### src/logic/gmacPkg.sv
package gmacPkg;

    // Frame class after EtherType decode
    typedef enum logic [1:0]
    {
        ethIpv4,
        ethArp,
        ethOther
    } etherKindT;

    typedef enum logic [1:0]
    {
        l2Header,
        l2Payload,
        l2Drop
    } l2StateT;

    typedef enum logic [1:0]
    {
        l3Header,
        l3Payload,
        l3Drop
    } l3StateT;

    typedef enum logic [1:0]
    {
        l4Header,
        l4Payload,
        l4Drop
    } l4StateT;

    // IP protocol field values
    typedef enum logic [7:0]
    {
        protoUdp   = 8'd17,
        protoOther = 8'd255
    } ipProtoT;

    localparam logic [15:0] etherTypeIpv4 = 16'h0800;
    localparam logic [15:0] etherTypeArp  = 16'h0806;

    localparam int unsigned macHeaderLen = 14;
    localparam int unsigned udpHeaderLen = 8;

    localparam logic [47:0] broadcastMac = 48'hFFFF_FFFF_FFFF;

endpackage

### src/logic/customGmacRx.sv
`timescale 1ns/1ps

module customGmacRx
#(
    parameter int errCountWidth = 32
)
(
    input  logic                     RXC,
    input  logic                     rstN,
    input  logic                     valIn,
    input  logic                     sofIn,
    input  logic                     eofIn,
    input  logic                     errIn,
    input  logic [7:0]               dataIn,
    input  logic [47:0]              innerMac,
    input  logic [31:0]              ipd,
    input  logic [15:0]              portD,
    output logic                     valOut,
    output logic                     sofOut,
    output logic                     eofOut,
    output logic                     errOut,
    output logic [7:0]               dataOut,
    output logic [47:0]              remoteMacOut,
    output logic [31:0]              remoteIpOut,
    output logic [15:0]              remotePortOut,
    output logic                     arpSeen,
    output logic [errCountWidth-1:0] errFrameCount
);

    // L2 to L3 stream
    logic        valL2;
    logic        sofL2;
    logic        eofL2;
    logic        errL2;
    logic [7:0]  dataL2;
    logic [47:0] remoteMacL2;

    // L3 to L4 stream
    logic        valL3;
    logic        sofL3;
    logic        eofL3;
    logic        errL3;
    logic [7:0]  dataL3;
    logic [47:0] remoteMacL3;
    logic [31:0] remoteIpL3;

    frameL2 #(
        .errCountWidth (errCountWidth)
    ) frameL2Inst (
        .RXC           (RXC),
        .rstN          (rstN),
        .valIn         (valIn),
        .sofIn         (sofIn),
        .eofIn         (eofIn),
        .errIn         (errIn),
        .dataIn        (dataIn),
        .innerMac      (innerMac),
        .valOut        (valL2),
        .sofOut        (sofL2),
        .eofOut        (eofL2),
        .errOut        (errL2),
        .dataOut       (dataL2),
        .remoteMacOut  (remoteMacL2),
        .arpSeen       (arpSeen),
        .errFrameCount (errFrameCount)
    );

    frameL3 frameL3Inst (
        .RXC          (RXC),
        .rstN         (rstN),
        .valIn        (valL2),
        .sofIn        (sofL2),
        .eofIn        (eofL2),
        .errIn        (errL2),
        .dataIn       (dataL2),
        .remoteMacIn  (remoteMacL2),
        .ipd          (ipd),
        .valOut       (valL3),
        .sofOut       (sofL3),
        .eofOut       (eofL3),
        .errOut       (errL3),
        .dataOut      (dataL3),
        .remoteMacOut (remoteMacL3),
        .remoteIpOut  (remoteIpL3)
    );

    frameL4 frameL4Inst (
        .RXC           (RXC),
        .rstN          (rstN),
        .valIn         (valL3),
        .sofIn         (sofL3),
        .eofIn         (eofL3),
        .errIn         (errL3),
        .dataIn        (dataL3),
        .remoteMacIn   (remoteMacL3),
        .remoteIpIn    (remoteIpL3),
        .portD         (portD),
        .valOut        (valOut),
        .sofOut        (sofOut),
        .eofOut        (eofOut),
        .errOut        (errOut),
        .dataOut       (dataOut),
        .remoteMacOut  (remoteMacOut),
        .remoteIpOut   (remoteIpOut),
        .remotePortOut (remotePortOut)
    );

endmodule

### src/logic/frameL2.sv
`timescale 1ns/1ps

module frameL2
    import gmacPkg::*;
#(
    parameter int errCountWidth = 32
)
(
    input  logic                     RXC,
    input  logic                     rstN,
    input  logic                     valIn,
    input  logic                     sofIn,
    input  logic                     eofIn,
    input  logic                     errIn,
    input  logic [7:0]               dataIn,
    input  logic [47:0]              innerMac,
    output logic                     valOut,
    output logic                     sofOut,
    output logic                     eofOut,
    output logic                     errOut,
    output logic [7:0]               dataOut,
    output logic [47:0]              remoteMacOut,
    output logic                     arpSeen,
    output logic [errCountWidth-1:0] errFrameCount
);

    localparam logic [3:0] lastHdrIdx = 4'(macHeaderLen - 1);

    l2StateT     state;
    logic [3:0]  byteCnt;
    logic [3:0]  idx;
    logic        inHeader;
    logic        firstPending;
    logic        errAny;
    logic        errNow;
    logic        arpPending;
    logic [47:0] dstMac;
    logic [47:0] srcMac;
    logic [7:0]  typeHi;
    logic [15:0] etherType;
    etherKindT   kind;
    logic        macOk;

    // Position of the current byte; SoF always restarts at zero
    assign idx = sofIn ? 4'd0 : byteCnt;
    assign errNow = errIn || (errAny && !sofIn);
    assign macOk = (dstMac == innerMac) || (dstMac == broadcastMac);
    // Bytes before the first SoF are ignored
    assign inHeader = valIn && (sofIn || (state == l2Header && byteCnt != 4'd0));
    assign etherType = {typeHi, dataIn};

    always_comb
    begin
        if (etherType == etherTypeIpv4)
            kind = ethIpv4;
        else if (etherType == etherTypeArp)
            kind = ethArp;
        else
            kind = ethOther;
    end

    always_ff @(posedge RXC)
    begin
        if (!rstN)
        begin
            state         <= l2Header;
            byteCnt       <= '0;
            firstPending  <= 1'b0;
            errAny        <= 1'b0;
            arpPending    <= 1'b0;
            valOut        <= 1'b0;
            sofOut        <= 1'b0;
            eofOut        <= 1'b0;
            errOut        <= 1'b0;
            arpSeen       <= 1'b0;
            remoteMacOut  <= '0;
            errFrameCount <= '0;
        end
        else
        begin
            valOut  <= 1'b0;
            sofOut  <= 1'b0;
            eofOut  <= 1'b0;
            errOut  <= 1'b0;
            arpSeen <= 1'b0;
            if (valIn)
                errAny <= errNow;
            // Errored frames count whatever their address
            if (valIn && eofIn && errNow)
                errFrameCount <= errFrameCount + 1'b1;
            if (inHeader)
            begin
                byteCnt <= idx + 4'd1;
                state   <= l2Header;
                if (idx == lastHdrIdx)
                begin
                    firstPending <= 1'b1;
                    arpPending   <= macOk && (kind == ethArp);
                    state        <= (macOk && kind == ethIpv4) ? l2Payload : l2Drop;
                end
            end
            else if (valIn)
            begin
                if (state == l2Payload)
                begin
                    valOut       <= 1'b1;
                    sofOut       <= firstPending;
                    eofOut       <= eofIn;
                    errOut       <= eofIn && errNow;
                    firstPending <= 1'b0;
                    if (firstPending)
                        remoteMacOut <= srcMac;
                end
                if (eofIn)
                begin
                    arpSeen    <= arpPending;
                    arpPending <= 1'b0;
                end
            end
            if (valIn && eofIn)
            begin
                byteCnt <= '0;
                state   <= l2Header;
            end
        end
    end

    // Header fields and payload byte
    always_ff @(posedge RXC)
    begin
        if (valIn)
            dataOut <= dataIn;
        if (inHeader)
        begin
            if (idx < 4'd6)
                dstMac <= {dstMac[39:0], dataIn};
            else if (idx < 4'd12)
                srcMac <= {srcMac[39:0], dataIn};
            else if (idx == 4'd12)
                typeHi <= dataIn;
        end
    end

    // Marks only ride on a valid byte
    assert property (@(posedge RXC) disable iff (!rstN)
        (sofIn || eofIn) |-> valIn);

    assert property (@(posedge RXC) disable iff (!rstN)
        (state == l2Drop) |-> !valOut);

endmodule

### src/logic/frameL3.sv
`timescale 1ns/1ps

module frameL3
    import gmacPkg::*;
(
    input  logic        RXC,
    input  logic        rstN,
    input  logic        valIn,
    input  logic        sofIn,
    input  logic        eofIn,
    input  logic        errIn,
    input  logic [7:0]  dataIn,
    input  logic [47:0] remoteMacIn,
    input  logic [31:0] ipd,
    output logic        valOut,
    output logic        sofOut,
    output logic        eofOut,
    output logic        errOut,
    output logic [7:0]  dataOut,
    output logic [47:0] remoteMacOut,
    output logic [31:0] remoteIpOut
);

    localparam logic [5:0] dstIpLastIdx = 6'd19;

    l3StateT     state;
    logic [5:0]  byteCnt;
    logic [5:0]  idx;
    logic [5:0]  hdrLastIdx;
    logic        inHeader;
    logic        firstPending;
    logic        errAny;
    logic        errNow;
    logic [3:0]  ihl;
    ipProtoT     proto;
    logic [31:0] srcIp;
    logic [31:0] dstIp;
    logic [31:0] dstIpNow;
    logic        headerOk;

    assign idx = sofIn ? 6'd0 : byteCnt;
    assign errNow = errIn || (errAny && !sofIn);
    assign inHeader = valIn && (sofIn || (state == l3Header && byteCnt != 6'd0));
    // IHL counts 32-bit words, options included
    assign hdrLastIdx = {ihl, 2'b00} - 6'd1;
    // Without options the last destination byte is also the last header byte
    assign dstIpNow = (idx == dstIpLastIdx) ? {dstIp[23:0], dataIn} : dstIp;
    assign headerOk = (proto == protoUdp) && (dstIpNow == ipd);

    always_ff @(posedge RXC)
    begin
        if (!rstN)
        begin
            state        <= l3Header;
            byteCnt      <= '0;
            firstPending <= 1'b0;
            errAny       <= 1'b0;
            valOut       <= 1'b0;
            sofOut       <= 1'b0;
            eofOut       <= 1'b0;
            errOut       <= 1'b0;
            remoteMacOut <= '0;
            remoteIpOut  <= '0;
        end
        else
        begin
            valOut <= 1'b0;
            sofOut <= 1'b0;
            eofOut <= 1'b0;
            errOut <= 1'b0;
            if (valIn)
                errAny <= errNow;
            if (inHeader)
            begin
                byteCnt <= idx + 6'd1;
                state   <= l3Header;
                if (idx == 6'd0)
                begin
                    // Version 4 and a minimal header length
                    if (dataIn[7:4] != 4'd4 || dataIn[3:0] < 4'd5)
                        state <= l3Drop;
                end
                else if (idx == hdrLastIdx)
                begin
                    firstPending <= 1'b1;
                    state        <= headerOk ? l3Payload : l3Drop;
                end
            end
            else if (valIn && state == l3Payload)
            begin
                valOut       <= 1'b1;
                sofOut       <= firstPending;
                eofOut       <= eofIn;
                errOut       <= eofIn && errNow;
                firstPending <= 1'b0;
                if (firstPending)
                begin
                    remoteMacOut <= remoteMacIn;
                    remoteIpOut  <= srcIp;
                end
            end
            if (valIn && eofIn)
            begin
                byteCnt <= '0;
                state   <= l3Header;
            end
        end
    end

    always_ff @(posedge RXC)
    begin
        if (valIn)
            dataOut <= dataIn;
        if (inHeader)
        begin
            if (idx == 6'd0)
                ihl <= dataIn[3:0];
            if (idx == 6'd9)
                proto <= ipProtoT'(dataIn);
            if (idx >= 6'd12 && idx <= 6'd15)
                srcIp <= {srcIp[23:0], dataIn};
            if (idx >= 6'd16 && idx <= dstIpLastIdx)
                dstIp <= {dstIp[23:0], dataIn};
        end
    end

    // Every passed frame is closed before the next one opens
    assert property (@(posedge RXC) disable iff (!rstN)
        (valOut && sofOut && !eofOut) |=> !(valOut && sofOut) until_with (valOut && eofOut));

endmodule

### src/logic/frameL4.sv
`timescale 1ns/1ps

module frameL4
    import gmacPkg::*;
(
    input  logic        RXC,
    input  logic        rstN,
    input  logic        valIn,
    input  logic        sofIn,
    input  logic        eofIn,
    input  logic        errIn,
    input  logic [7:0]  dataIn,
    input  logic [47:0] remoteMacIn,
    input  logic [31:0] remoteIpIn,
    input  logic [15:0] portD,
    output logic        valOut,
    output logic        sofOut,
    output logic        eofOut,
    output logic        errOut,
    output logic [7:0]  dataOut,
    output logic [47:0] remoteMacOut,
    output logic [31:0] remoteIpOut,
    output logic [15:0] remotePortOut
);

    localparam logic [2:0] lastHdrIdx = 3'(udpHeaderLen - 1);

    l4StateT     state;
    logic [2:0]  byteCnt;
    logic [2:0]  idx;
    logic        inHeader;
    logic        firstPending;
    logic        errAny;
    logic        errNow;
    logic [15:0] srcPort;
    logic [7:0]  dstPortHi;
    logic        portOk;

    assign idx = sofIn ? 3'd0 : byteCnt;
    assign errNow = errIn || (errAny && !sofIn);
    assign inHeader = valIn && (sofIn || (state == l4Header && byteCnt != 3'd0));

    always_ff @(posedge RXC)
    begin
        if (!rstN)
        begin
            state         <= l4Header;
            byteCnt       <= '0;
            firstPending  <= 1'b0;
            errAny        <= 1'b0;
            valOut        <= 1'b0;
            sofOut        <= 1'b0;
            eofOut        <= 1'b0;
            errOut        <= 1'b0;
            remoteMacOut  <= '0;
            remoteIpOut   <= '0;
            remotePortOut <= '0;
        end
        else
        begin
            valOut <= 1'b0;
            sofOut <= 1'b0;
            eofOut <= 1'b0;
            errOut <= 1'b0;
            if (valIn)
                errAny <= errNow;
            if (inHeader)
            begin
                byteCnt <= idx + 3'd1;
                state   <= l4Header;
                if (idx == lastHdrIdx)
                begin
                    firstPending <= 1'b1;
                    state        <= portOk ? l4Payload : l4Drop;
                end
            end
            else if (valIn && state == l4Payload)
            begin
                valOut       <= 1'b1;
                sofOut       <= firstPending;
                eofOut       <= eofIn;
                errOut       <= eofIn && errNow;
                firstPending <= 1'b0;
                // Remote triple switches over with the first payload byte
                if (firstPending)
                begin
                    remoteMacOut  <= remoteMacIn;
                    remoteIpOut   <= remoteIpIn;
                    remotePortOut <= srcPort;
                end
            end
            if (valIn && eofIn)
            begin
                byteCnt <= '0;
                state   <= l4Header;
            end
        end
    end

    always_ff @(posedge RXC)
    begin
        if (valIn)
            dataOut <= dataIn;
        if (inHeader)
        begin
            if (idx < 3'd2)
                srcPort <= {srcPort[7:0], dataIn};
            if (idx == 3'd2)
                dstPortHi <= dataIn;
            if (idx == 3'd3)
                portOk <= ({dstPortHi, dataIn} == portD);
        end
    end

    assert property (@(posedge RXC) disable iff (!rstN)
        !$stable({remoteMacOut, remoteIpOut, remotePortOut}) |-> sofOut);

endmodule

### config.mk
export PLATFORM = sky130hd
export DESIGN_NAME = customGmacRx
export DESIGN_NICKNAME = d
export VERILOG_FILES = /design/src/logic/gmacPkg.sv /design/src/logic/customGmacRx.sv /design/src/logic/frameL2.sv /design/src/logic/frameL3.sv /design/src/logic/frameL4.sv
export SDC_FILE = /design/constraint.sdc
export NUM_CORES = 1
export LEC_CHECK = 0
export BUFFER_PORTS_ARGS = -buffer_cell sky130_fd_sc_hd__buf_2
export CORE_MARGIN = 1.5
export CORE_UTILIZATION = 50
export DETAILED_ROUTE_END_ITERATION = 6
export PLACE_DENSITY = 0.72
export SLEW_MARGIN = 15
export SYNTH_ARGS = -nofsm -noshare
export SYNTH_HDL_FRONTEND = slang
export SYNTH_SLANG_ARGS = --single-unit
### constraint.sdc
create_clock -name RXC -period 18.8 [get_ports RXC]
set_clock_uncertainty 0.2 [all_clocks]
set_input_delay 3.76 -clock RXC [delete_from_list [all_inputs] [get_ports RXC]]
set_output_delay 3.76 -clock RXC [all_outputs]
set_load 0.05 [all_outputs]
; ---- Yosys cells after proc, flatten, opt, wreduce, memory -nomap -nowiden
; Index checks and enable logic that the tools add are counted.
[word_totals]
ff_bits = 524
latch_bits = 0
mem_bits_rw = 0
romBits = 0
in_bits = 110
wordCells = 200
mem_count = 0
[classes]
add_sub_neg = 5
mul = 0
n_div = 0
n_lt_le_gt_ge = 8
eq_ne = 24
shifts = 0
n_mux = 32
bitwise = 11
reduce_logical = 74
[op_table]
columns = operator, count
row1 = 48-bit equality test, 1
row2 = "48-bit equality test, second input constant", 1
row3 = "32-bit by 1-bit adder with 32-bit output, second input constant", 1
row4 = "16-bit by 12-bit equality test with 1-bit output, second input constant", 2
row5 = 32-bit equality test, 1
row6 = 32-bit two-way mux, 1
row7 = 1-bit logical AND, 23
row8 = 2-bit two-way mux, 10
row9 = 1-bit two-way mux, 18
row10 = 2-bit AND reduction, 9
row11 = 3-bit AND reduction, 6
row12 = 16-bit equality test, 1
row13 = 1-bit NOT, 11
row14 = 2-bit nonzero test, 5
row15 = 2-bit OR reduction, 5
row16 = 3-bit OR reduction, 3
row17 = "2-bit by 1-bit equality test with 1-bit output, second input constant", 4
row18 = "4-bit equality test, second input constant", 2
row19 = "8-bit by 5-bit equality test with 1-bit output, second input constant", 1
row20 = 2-bit logical NOT, 4
row21 = 1-bit logical OR, 8
row22 = "4-bit by 3-bit less-than comparator with 1-bit output, second input constant", 2
row23 = "2-bit != test, second input constant", 4
row24 = 4-bit AND reduction, 2
row25 = 25 further kinds, 29

; ---- Longest topological paths before layout
; Gate-level depths: netlist of the first run.
[depth]
depth_word = 8
depth_mapped = 14
ltp_nobuf = 9

; ---- Cells and area by module
; A second synthesis of the first run with hierarchy kept.
[hier_totals]
cells_unflattened = 1888
hier_area_um2 = 20385.8
[by_module_without_submodules]
columns = mod, instances, cells_per_inst, area_each_um2
row1 = frameL2, 1, 668, 7843.8
row2 = frameL3, 1, 673, 7231.9
row3 = frameL4, 1, 547, 5310.1

; ---- Worst setup path before layout of the first run
; OpenSTA, ideal clock, no wires.
[synth_path]
path_kind = in2reg
startpoint = in sofIn
endpoint = reg frameL2Inst.dstMac[0] (enable)
arrival_time_ns = 8.136
required_ns = 18.068
path_slack_ns = 9.932
stages = 6
path_buffers = 2
path_cell_list = clkbuf_1 inv_1 o31ai_1 nand2_1 clkbuf_1 a221oi_1
[synth_via]
elab_chain_len = 3
[synth_lines]
columns = item, line
row1 = "start, declared", customGmacRx.sv:11  ; input logic sofIn,
row2 = 4-bit two-way mux or 1-bit logical OR (tied branches), "frameL2.sv:45, frameL2.sv:49"
row3 = 4-bit by 3-bit less-than comparator with 1-bit output or 1-bit logical AND (tied branches), "frameL2.sv:135, frameL2.sv:49"
row4 = 2-bit AND reduction (no line) (*), -
row5 = "end signal, assigned", frameL2.sv:136  ; dstMac <= {dstMac[39:0], dataIn};
row6 = "end, declared", frameL2.sv:37  ; logic [47:0] dstMac;
; Mark *: on every way between the ends. The rest lies on a longest branch, timed or not.
; A chain may end at the register's enable or synchronous reset.

; ---- Final worst setup path of the first run
[layout_path]
startpoint = in rstN
endpoint = reg frameL4Inst.remoteMacOut[17]
[layout_rtl]
columns = item, line
row1 = "start, declared", customGmacRx.sv:9  ; input logic rstN,
row2 = "end signal, assigned", frameL4.sv:87  ; remoteMacOut <= remoteMacIn;
row3 = "end, declared", frameL4.sv:21  ; output logic [47:0] remoteMacOut,
; No word-level cell between the ends.

==> qor.txt, run 1 <==
routability-driven placement congestion ratio -> 0.922
Filler cells -> 3349
TritonCTS Buffers -> 53
Hold Crit Depth -> 0
Slew headroom -> 30.4%
clock slew seen by the registers of the worst setup and hold paths -> 60 ps
Synth area leader -> edfxtp_1
commonest non-fill, non-tap cell in the layout -> nand2_1
Post-synth EDFFs -> 229
share of cells above drive strength 1 -> 16.9%
Pins Over Slew Limit -> 0
Cells after DPL -> 2556
Fin Setup TNS -> 0 ps
Critical Path End Type -> register
Final setup violation count -> 0
CTS tree -> done
number of synthesis warnings -> 0
RSZ-0062 raised after global routing -> false
total wire length after detailed routing -> 45.1 mm
commonest non-fill, non-tap cells in the layout -> nand2_1, dfxtp_1, buf_2
GRT Total Usage -> 21.8%
Tmin final -> 5620 ps
PD cells -> 96.2 nW/um^2
core area -> 40000 um^2
Distinct cells, synth -> 66
Yosys reg bits -> 524
Iteration-0 DRC Markers -> 1025
Ports -> 251
Pre-antenna DRT Iters -> 5
hold crit path type -> register to register
row count -> 73
Root Buffer -> clkbuf_16
Arr. time, crit path -> 5920 ps
Overall Power -> 2.29 mW
Leak -> 8.49 nW
grt total ovfl -> 0
Worst EP required -> 19100 ps
area delta synth->final -> 16.4%
routed vias/inst -> 5.28
Max Fclk -> 0.178 GHz
largest family of logic cells by synthesized area -> simple AND/OR/NAND/NOR gates
Vias -> 14023
complex-gate fraction of the synthesized area -> 12.0%
Int Power -> 1.82 mW
top_reg_cell synth -> dfxtp_1
clock sink count -> 524
share of the synthesized area in the top cell type -> 33.7%
die height -> 205 um
initial antenna violation count -> 0
largest net degree at the start of global routing -> 105
Final nets -> 2208
hold-fix buffers at CTS -> 0
Gate Count Post-Synth -> 1865
Max FO, Critical Path -> 104
Die ar. -> 42100 um^2
cells on worst reg2reg path -> 9
DRT antenna net count -> 0
Post-Layout Cell Count -> 2654
fraction of registers with async set/reset -> 0%
starting utilization of the core area -> 51.1%
switching part of the total -> 20.4%
mux cell area share after synthesis -> 0.606%
hpwl dp -> 30.3 mm
global-route wire length before repair -> 72.6 mm
net count after synthesis -> 1987
reg-to-reg startpoint -> frameL2Inst.sofOut$_SDFF_PP0_
Reg power frac -> 52.7%
Inserted Diodes -> 0
max-capacitance violation count -> 0
sequential cell area fraction in the yosys report -> 62.6%
Least-Margin Pin Slew -> 1040 ps
combinational share of power -> 2.7%
status -> completed
post-CTS sizing -> 0
NetSw -> 0.467 mW
final cycle utilization of the critical path -> 29.9%
post-synthesis adder-cell area fraction -> 0.735%
clk_lat worst skew -> 590 ps
CP Class -> primary input to register
H-tree depth -> 2
Port Buffer Count -> 250
CTS Buffer Depth -> 3
setup slack, reg-to-reg -> 15090 ps
Mean Syn Cell Area -> 11.0 um^2
WL/cell -> 17.0 um
worst setup path end -> frameL4Inst.remoteMacOut[17]$_SDFFE_PN0P_
CP Launch Point -> rstN
clock power share -> 44.6%
Residual DRC -> 0
reg2reg end -> frameL3Inst.state[1]$_SDFFE_PP0P_
Final Hold Fails -> 0
synthesized area -> 20400 um^2
vias in the first global route -> 13596
startpoint types -> primary input
peak supply drop -> 0.0000678 V
Synth Area in Simple Gates -> 16.7%
xor-xnor portion of the synthesized cell area -> 4.80%
die span in x -> 205 um
Post-CTS Setup Inserts -> 0
top post-synthesis cells by area -> edfxtp_1, dfxtp_1, nand2_1
-- worst max-delay path, stage by stage --
cell and delay (ps):
buf_6 450, buf_4 640, buf_4 680, a21boi_0 270
-- power by group through the flow --
stage,clock network (mW),registers (mW),logic (mW)
after floorplan,0,1.22,0.0357
after global placement,0,1.23,0.0618
after detailed placement,0,1.23,0.0623
after CTS,1.04,1.21,0.0624
after global routing,1.09,1.21,0.0677
final,1.02,1.20,0.0623
-- worst min-delay path by stage --
stage                                           startpoint                               end  slack [ps]
after global placement    frameL2Inst.srcMac[38]$_DFFE_PP_  frameL2Inst.srcMac[46]$_DFFE_PP_         230
final                       frameL3Inst.srcIp[3]$_DFFE_PP_   frameL3Inst.srcIp[11]$_DFFE_PP_         250
after detailed placement   frameL3Inst.srcIp[15]$_DFFE_PP_   frameL3Inst.srcIp[23]$_DFFE_PP_         230
after global routing       frameL3Inst.srcIp[16]$_DFFE_PP_   frameL3Inst.srcIp[24]$_DFFE_PP_         250
after floorplan            frameL2Inst.srcMac[2]$_DFFE_PP_  frameL2Inst.srcMac[10]$_DFFE_PP_         230
after CTS                  frameL3Inst.srcIp[15]$_DFFE_PP_   frameL3Inst.srcIp[23]$_DFFE_PP_         240
-- cells by family (layout without fill, tap and decap cells) --
logic type,count (synthesis),in the layout
mux,12,12
compound gates,333,333
xor+xnor,112,112
simple gates,750,750
buf+inv,122,386
fa+ha+maj,12,12
flops,524,524
-- cell type report --
type                            count  area, um^2  area share, %
Clock inverter                     10        75.1          0.316
Clock buffer                       88        1650           6.95
Tap cell                          525         657           2.76
Sequential cell                   524       12800           53.8
Timing Repair Buffer              260        1330           5.60
Multi-Input combinational cell   1219        7170           30.2
Inverter                           28         105          0.442
-- state kept, by name, summed over array words and instances, names as in the netlist, 6 cells and up --
signal	count
frameL2Inst.dataOut	8
frameL2Inst.dstMac	48
frameL2Inst.errFrameCount	32
frameL2Inst.remoteMacOut	48
frameL2Inst.srcMac	48
frameL2Inst.typeHi	8
frameL3Inst.byteCnt	6
frameL3Inst.dataOut	8
frameL3Inst.dstIp	32
frameL3Inst.proto	8
frameL3Inst.remoteIpOut	32
frameL3Inst.remoteMacOut	48
frameL3Inst.srcIp	32
frameL4Inst.dataOut	8
frameL4Inst.dstPortHi	8
frameL4Inst.remoteIpOut	32
frameL4Inst.remoteMacOut	48
frameL4Inst.remotePortOut	16
frameL4Inst.srcPort	16
-- routing by layer --
metal / routed length (um) / track usage (%) / up-vias
met5: 0 / 0 / -
met1: 21000 / 30.6 / 6726
met2: 21200 / 35.3 / 357
li1: - / - / 6881
met3: 2200 / 3.21 / 59
met4: 718 / 5.63 / 0
-- Yosys cell counts, types with 11 or more instances --
master	instances
a21boi_0	227
nor2b_1	38
and3_1	15
xnor2_1	94
nor3_1	11
nor2_1	34
nand3_1	16
nand2_1	497
nand2b_1	13
and2_1	35
o21ai_0	17
a21oi_1	24
xor2_1	18
dfxtp_1	295
nor4_1	13
edfxtp_1	229
clkbuf_1	76
ha_1	12
nand4_1	47
inv_1	28
-- stage by stage --
step	hold slack, ps	instance area [um^2]	util (%)	setup slack, ps
after CTS	244	23800	59.4	13200
after global routing	252	23800	59.4	12960
after global placement	232	22000	55.1	12680
after detailed placement	234	22000	55.1	12550
after floorplan	226	20400	-	9930
final	246	23800	59.4	13180
Note: power is estimated with default switching activity, not from simulation.
==> run 2: changes to the inputs <==
clock period = 5.4 ns   (was 18.8 ns; I/O delays follow)
==> qor.txt, run 2 (synthesis results as in run 1) <==
Inserted Diodes -> 0 (unchanged)
hold_ws -> 246 ps (about the same)
commonest non-fill, non-tap cells in the layout -> nand2_1, dfxtp_1, buf_2 (unchanged)
top sig layer -> met4 (unchanged)
DRT antenna net count -> 0 (unchanged)
Vias -> 14046 (was 14023)
metal3 WL -> 2.37 mm (was 2.20 mm)
die height -> 205 um (unchanged)
Final Core Density -> 59.4% (about the same)
starting utilization of the core area -> 51.1% (unchanged)
final instance area -> 23800 um^2 (about the same)
Residual DRC -> 0 (unchanged)
Max Fclk -> 0.284 GHz
core area -> 40000 um^2 (unchanged)
commonest non-fill, non-tap cell in the layout -> nand2_1 (unchanged)
RSZ-0062 raised after global routing -> false (unchanged)
Leak -> 8.49 nW (about the same)
worst stage delay on the critical path -> 740 ps (was 680 ps)
final cycle utilization of the critical path -> 65.1%
Filler cells -> 3332 (was 3349)
met2 wire length -> 21.1 mm (was 21.2 mm)
Critical Path End Type -> register (unchanged)
Port Buffer Count -> 250 (unchanged)
Final Hold Fails -> 0 (unchanged)
TritonCTS Buffers -> 53 (unchanged)
CP Cell Sequence -> nor2b_1, ha_1, and3b_1, nand2_2, mux2i_1, o22ai_1, nor4_1, nand4_1, o21a_1 (was buf_6, buf_4, buf_4, a21boi_0)
CP Class -> register to register (was primary input to register)
Root Buffer -> clkbuf_16 (unchanged)
dpl cell area -> 22100 um^2 (was 22000 um^2)
routability-driven placement congestion ratio -> 0.931 (was 0.922)
WL/cell -> 17.1 um (was 17.0 um)
Arr. time, crit path -> 3800 ps (was 5920 ps)
Post-CTS Setup Inserts -> 0 (unchanged)
Max FO, Critical Path -> 22 (was 104)
initial antenna violation count -> 0 (unchanged)
routed vias/inst -> 5.29 (was 5.28)
global-route wire length before repair -> 73.1 mm (was 72.6 mm)
CTS tree -> done (unchanged)
Final nets -> 2208 (unchanged)
hold crit path type -> register to register (unchanged)
vias in the first global route -> 13760 (was 13596)
Worst EP required -> 5680 ps (was 19100 ps)
total wire length after detailed routing -> 45.5 mm (was 45.1 mm)
Pre-antenna DRT Iters -> 5 (unchanged)
Iteration-0 DRC Markers -> 985 (was 1025)
row count -> 73 (unchanged)
area delta synth->final -> 16.4% (about the same)
Fin Setup TNS -> 0 ps (unchanged)
CTS Buffer Depth -> 3 (unchanged)
startpoint types -> register (was primary input)
Ports -> 251 (unchanged)
Least-Margin Pin Slew -> 1120 ps (was 1040 ps)
Metal-1 WL -> 20.8 mm (was 21.0 mm)
die span in x -> 205 um (unchanged)
largest net degree at the start of global routing -> 239 (was 105)
crit path max-delay cell type -> dfxtp_1 (was buf_4)
post-CTS sizing -> 0 (unchanged)
PD cells -> 335 nW/um^2 (was 96.2 nW/um^2)
H-tree depth -> 2 (unchanged)
Final setup violation count -> 0 (unchanged)
Die ar. -> 42100 um^2 (unchanged)
area taken by multi-input logic gates -> 7170 um^2 (about the same)
clock sink count -> 524 (unchanged)
grt total ovfl -> 0 (unchanged)
Slew headroom -> 25.3% (was 30.4%)
Pins Over Slew Limit -> 0 (unchanged)
max-capacitance violation count -> 0 (unchanged)
hold-fix buffers at CTS -> 0 (unchanged)
Reg area -> 12800 um^2 (unchanged)
GRT Total Usage -> 21.9% (was 21.8%)
share of cells above drive strength 1 -> 17.1% (was 16.9%)
peak supply drop -> 0.000260 V (was 0.0000678 V)
clock slew seen by the registers of the worst setup and hold paths -> 60 ps (about the same)
Tmin final -> 3520 ps
hpwl dp -> 30.2 mm (was 30.3 mm)
clk_lat worst skew -> 590 ps (about the same)
status -> completed (unchanged)
## run 2: cell count changes in the layout (fill, tap and decap cells not counted), sizes merged
| cell | change |
|---|---|
| clkinvlp | +2 |
| clkbuf | -3 |
| inv | +2 |
| bufinv | +1 |
## run 2: worst paths after layout
kind | startpoint | end | slack, ps | cells after the start
max reg2reg | frameL2Inst.sofOut$_SDFF_PP0_ | frameL3Inst.state[1]$_SDFFE_PP0P_ | 1880 | 9
max | frameL2Inst.sofOut$_SDFF_PP0_ | frameL3Inst.state[1]$_SDFFE_PP0P_ | 1880 | 9
min | frameL3Inst.srcIp[3]$_DFFE_PP_ | frameL3Inst.srcIp[11]$_DFFE_PP_ | 250 | 0
min reg2reg | frameL3Inst.srcIp[3]$_DFFE_PP_ | frameL3Inst.srcIp[11]$_DFFE_PP_ | 250 | 0
## run 2: power by group
group          switching (mW)  total (mW)  internal [mW]
logic                   0.116       0.219          0.103
clock network            1.49        3.55           2.07
registers              0.0419        4.19           4.15
total                    1.64        7.97           6.32
## run 2: cell type report
type                       count  area share [%]
clock buffer                  85            6.68
clock inverter                15           0.537
inverter                      28           0.442
multi-input combinational   1219            30.2
sequential                   524            53.8
tap                          525            2.76
timing repair buffer         260            5.66
## run 2: metal layers
metal / up-vias / track usage [%]
met5: - / 0
met4: 0 / 6.99
met3: 92 / 4.23
met2: 401 / 35.2
met1: 6676 / 29.8
li1: 6877 / -
## run 2: per-stage QoR
| step | worst slack (ps) | cells | total power [mW] |
|---|---|---|---|
| after floorplan | 811 | 1865 | 4.38 |
| after global placement | 1930 | 2556 | 4.50 |
| after detailed placement | 1840 | 2556 | 4.50 |
| after CTS | 1930 | 2656 | 8.05 |
| after global routing | 1560 | 2656 | 8.24 |
| final | 1880 | 2656 | 7.97 |
## run 2: critical path: cells and delay by family, from the launching register on
family | cells | cell delay (ps)
compound gates | 2 | 350
fa+ha+maj | 1 | 360
flops | 1 | 740
mux | 1 | 250
simple gates | 5 | 1520
==> run 3: changes to the inputs <==
ABC_AREA = 1   (was unset)
clock period = 3.3 ns   (was 5.4 ns; I/O delays follow)
==> qor.txt, run 3 <==
RSZ-0062 raised after global routing -> false (unchanged)
Post-CTS Setup Inserts -> 0 (unchanged)
vias in the first global route -> 14778 (was 13760)
met1 Use GR -> 29.5% (was 29.8%)
share of the synthesized area in the top cell type -> 33.6% (was 33.7%)
initial antenna violation count -> 2 (was 0)
GR peak layer -> met2 (unchanged)
Root Buffer -> clkbuf_16 (unchanged)
Max FO, Critical Path -> 32 (was 22)
most frequent cell after synthesis -> nor2_1 (was nand2_1)
PD cells -> 550 nW/um^2 (was 335 nW/um^2)
Critical Path End Type -> register (unchanged)
largest net degree at the start of global routing -> 238 (was 239)
Pins Over Slew Limit -> 0 (unchanged)
CP Launch Point -> frameL2Inst.sofOut$_SDFF_PP0_ (unchanged)
Yosys reg bits -> 524 (unchanged)
clock slew seen by the registers of the worst setup and hold paths -> 60 ps (about the same)
reg-to-reg startpoint -> frameL2Inst.sofOut$_SDFF_PP0_ (unchanged)
hold crit path type -> primary input to register (was register to register)
grt total ovfl -> 0 (unchanged)
Inserted Diodes -> 0 (unchanged)
Max Fclk -> 0.355 GHz (was 0.284 GHz)
Slew headroom -> 44.4% (was 25.3%)
core area -> 40100 um^2 (was 40000 um^2)
cells on worst reg2reg path -> 15 (was 9)
Pre-antenna DRT Iters -> 5 (unchanged)
GRT Total Usage -> 22.5% (was 21.9%)
number of synthesis warnings -> 0 (unchanged)
fraction of registers with async set/reset -> 0% (unchanged)
global-route wire length before repair -> 74.9 mm (was 73.1 mm)
Post-synth EDFFs -> 229 (unchanged)
peak supply drop -> 0.000382 V (was 0.000260 V)
Tmin final -> 2810 ps (was 3520 ps)
area delta synth->final -> 17.2% (was 16.4%)
Arr. time, crit path -> 3140 ps (was 3800 ps)
Gate Count Post-Synth -> 2200 (was 1865)
Buf+Inv Stages, Crit Path -> 1 (was 0)
Worst path depth -> 15 (was 9)
post-CTS sizing -> 0 (unchanged)
WL/cell -> 15.9 um (was 17.1 um)
Distinct cells, synth -> 44 (was 66)
Port Buffer Count -> 250 (unchanged)
top post-synthesis cells by area -> edfxtp_1, dfxtp_1, nor2_1 (was edfxtp_1, dfxtp_1, nand2_1)
CTS tree -> done (unchanged)
Ports -> 251 (unchanged)
synthesized area -> 20500 um^2 (was 20400 um^2)
CP Class -> register to register (unchanged)
setup slack, reg-to-reg -> 490 ps (was 1880 ps)
TritonCTS Buffers -> 53 (unchanged)
reg2reg end -> frameL3Inst.state[0]$_SDFFE_PP0P_ (was frameL3Inst.state[1]$_SDFFE_PP0P_)
total wire length after detailed routing -> 47.8 mm (was 45.5 mm)
clk_lat worst skew -> 600 ps (was 590 ps)
die height -> 205 um (about the same)
met2 Use GR -> 36.2% (was 35.2%)
share of cells above drive strength 1 -> 15.6% (was 17.1%)
Worst EP required -> 3620 ps (was 5680 ps)
Synth area leader -> edfxtp_1 (unchanged)
Final nets -> 2564 (was 2208)
Final Hold Fails -> 0 (unchanged)
hold-fix buffers at CTS -> 0 (unchanged)
clock sink count -> 524 (unchanged)
startpoint types -> register (unchanged)
status -> completed (unchanged)
DRT antenna net count -> 0 (unchanged)
Mean Syn Cell Area -> 9.30 um^2 (was 11.0 um^2)
commonest non-fill, non-tap cell in the layout -> nor2_1 (was nand2_1)
CP delay by family, top -> simple AND/OR/NAND/NOR gates (unchanged)
Overall Power -> 13.2 mW (was 7.97 mW)
row count -> 73 (unchanged)
Fin Setup TNS -> 0 ps (unchanged)
Residual DRC -> 0 (unchanged)
hpwl dp -> 32.5 mm (was 30.2 mm)
CTS Buffer Depth -> 3 (unchanged)
sequential cell area fraction in the yosys report -> 62.5% (was 62.6%)
Leak -> 9.66 nW (was 8.49 nW)
die span in x -> 205 um (about the same)
H-tree depth -> 2 (unchanged)
starting utilization of the core area -> 51.0% (was 51.1%)
commonest non-fill, non-tap cells in the layout -> nor2_1, dfxtp_1, o21ai_0 (was nand2_1, dfxtp_1, buf_2)
Iteration-0 DRC Markers -> 961 (was 985)
crit path max-delay cell type -> dfxtp_1 (unchanged)
top_reg_cell synth -> dfxtp_1 (unchanged)
final cycle utilization of the critical path -> 85.3% (was 65.1%)
grt met3 use -> 5.08% (was 4.23%)
Least-Margin Pin Slew -> 834 ps (was 1120 ps)
worst setup path end -> frameL3Inst.state[0]$_SDFFE_PP0P_ (was frameL3Inst.state[1]$_SDFFE_PP0P_)
Vias -> 15556 (was 14046)
worst stage delay on the critical path -> 360 ps (was 740 ps)
max-capacitance violation count -> 0 (unchanged)
synth cell count leaders -> nor2_1, dfxtp_1, o21ai_0, nand2_1, edfxtp_1 (was nand2_1, dfxtp_1, edfxtp_1, a21boi_0, xnor2_1)
Die ar. -> 42100 um^2 (about the same)
CP Cell Sequence -> nor2_1, ha_1, nand2_1, nor2_4, buf_4, nand3_1, nand3_1, nand2_1, nor2_1, nand2_1, nor2_1, nand2_1, nor2_1, nand3_1, a21oi_1 (was nor2b_1, ha_1, and3b_1, nand2_2, mux2i_1, o22ai_1, nor4_1, nand4_1, o21a_1)
net count after synthesis -> 2322 (was 1987)
Final setup violation count -> 0 (unchanged)
routability-driven placement congestion ratio -> 0.879 (was 0.931)
routed vias/inst -> 5.16 (was 5.29)
-- run 3: cell count changes after synthesis, moves of 34 or more --
cell,change
nor2_1,+534
nand2_1,-254
o21ai_0,+236
a21boi_0,-226
inv_1,+123
nand3_1,+75
xnor2_1,-46
nor2b_1,-38
and2_1,-34
-- run 3: worst min path at each step --
stage               depth (start not counted)                             from                               to  slack (ps)
floorplan                                   0   frameL3Inst.srcIp[2]$_DFFE_PP_  frameL3Inst.srcIp[10]$_DFFE_PP_         220
global placement                            0   frameL3Inst.srcIp[5]$_DFFE_PP_  frameL3Inst.srcIp[13]$_DFFE_PP_         230
detailed placement                          0  frameL3Inst.srcIp[21]$_DFFE_PP_  frameL3Inst.srcIp[29]$_DFFE_PP_         230
CTS                                         3                            eofIn    frameL2Inst.eofOut$_SDFF_PP0_         100
global route                                1                        dataIn[4]  frameL2Inst.dstMac[4]$_DFFE_PP_         140
finish                                      3                            eofIn    frameL2Inst.eofOut$_SDFF_PP0_         150
-- run 3: final cells by class --
| class | count | area [um^2] |
|---|---|---|
| Tap cell | 525 | 657 |
| Timing Repair Buffer | 275 | 1490 |
| Multi-Input combinational cell | 1429 | 6740 |
| Inverter | 159 | 597 |
| Sequential cell | 524 | 12800 |
| Fill cell | 3418 | 16100 |
| Clock buffer | 75 | 1540 |
| Clock inverter | 25 | 173 |
-- run 3: power by group --
| group | internal (mW) | total, mW | switching [mW] |
|---|---|---|---|
| Sequential | 6.84 | 6.92 | 0.0823 |
| Combinational | 0.171 | 0.439 | 0.268 |
| Clock | 3.35 | 5.83 | 2.49 |
| Total | 10.4 | 13.2 | 2.83 |
-- run 3: cell families (layout without fill, tap and decap cells) --
| kind of cell | count (synthesis) | after routing | synth area share (%) |
|---|---|---|---|
| adder cells (fa/ha/maj) | 12 | 12 | 0.734 |
| buffers and inverters | 247 | 534 | 4.75 |
| flip-flops | 524 | 524 | 62.5 |
| XOR/XNOR | 77 | 77 | 3.30 |
| AO/OA/AOI/OAI | 323 | 323 | 8.16 |
| AND/OR/NAND/NOR | 1017 | 1017 | 20.6 |
-- run 3: layer usage --
metal | share of wire [%] | routed length, um | vias to the layer above
met5 | 0 | 0 | -
met4 | 3.0 | 1450 | 0
met3 | 6.8 | 3250 | 105
met2 | 46 | 22100 | 438
met1 | 44 | 21000 | 7254
li1 | - | - | 7759
-- run 3: through the flow --
stage	setup WS [ps]	hold slack [ps]	area [um^2]	std cells	util, %
after detailed placement	457	227	22300	2912	55.5
after floorplan	176	221	20500	2200	-
after global routing	139	141	24000	3012	59.8
final	487	146	24000	3012	59.8
after global placement	470	228	22300	2912	55.5
after CTS	534	104	24000	3012	59.8
-- run 3: worst reg2reg max path, stage by stage, from the launching register on --
cell	delay (ps)
dfxtp_1	360
nor2_1	280
ha_1	310
nand2_1	120
nor2_4	100
buf_4	340
nand3_1	190
nand3_1	130
nand2_1	60
nor2_1	130
nand2_1	70
nor2_1	90
nand2_1	70
nor2_1	80
nand3_1	70
a21oi_1	150
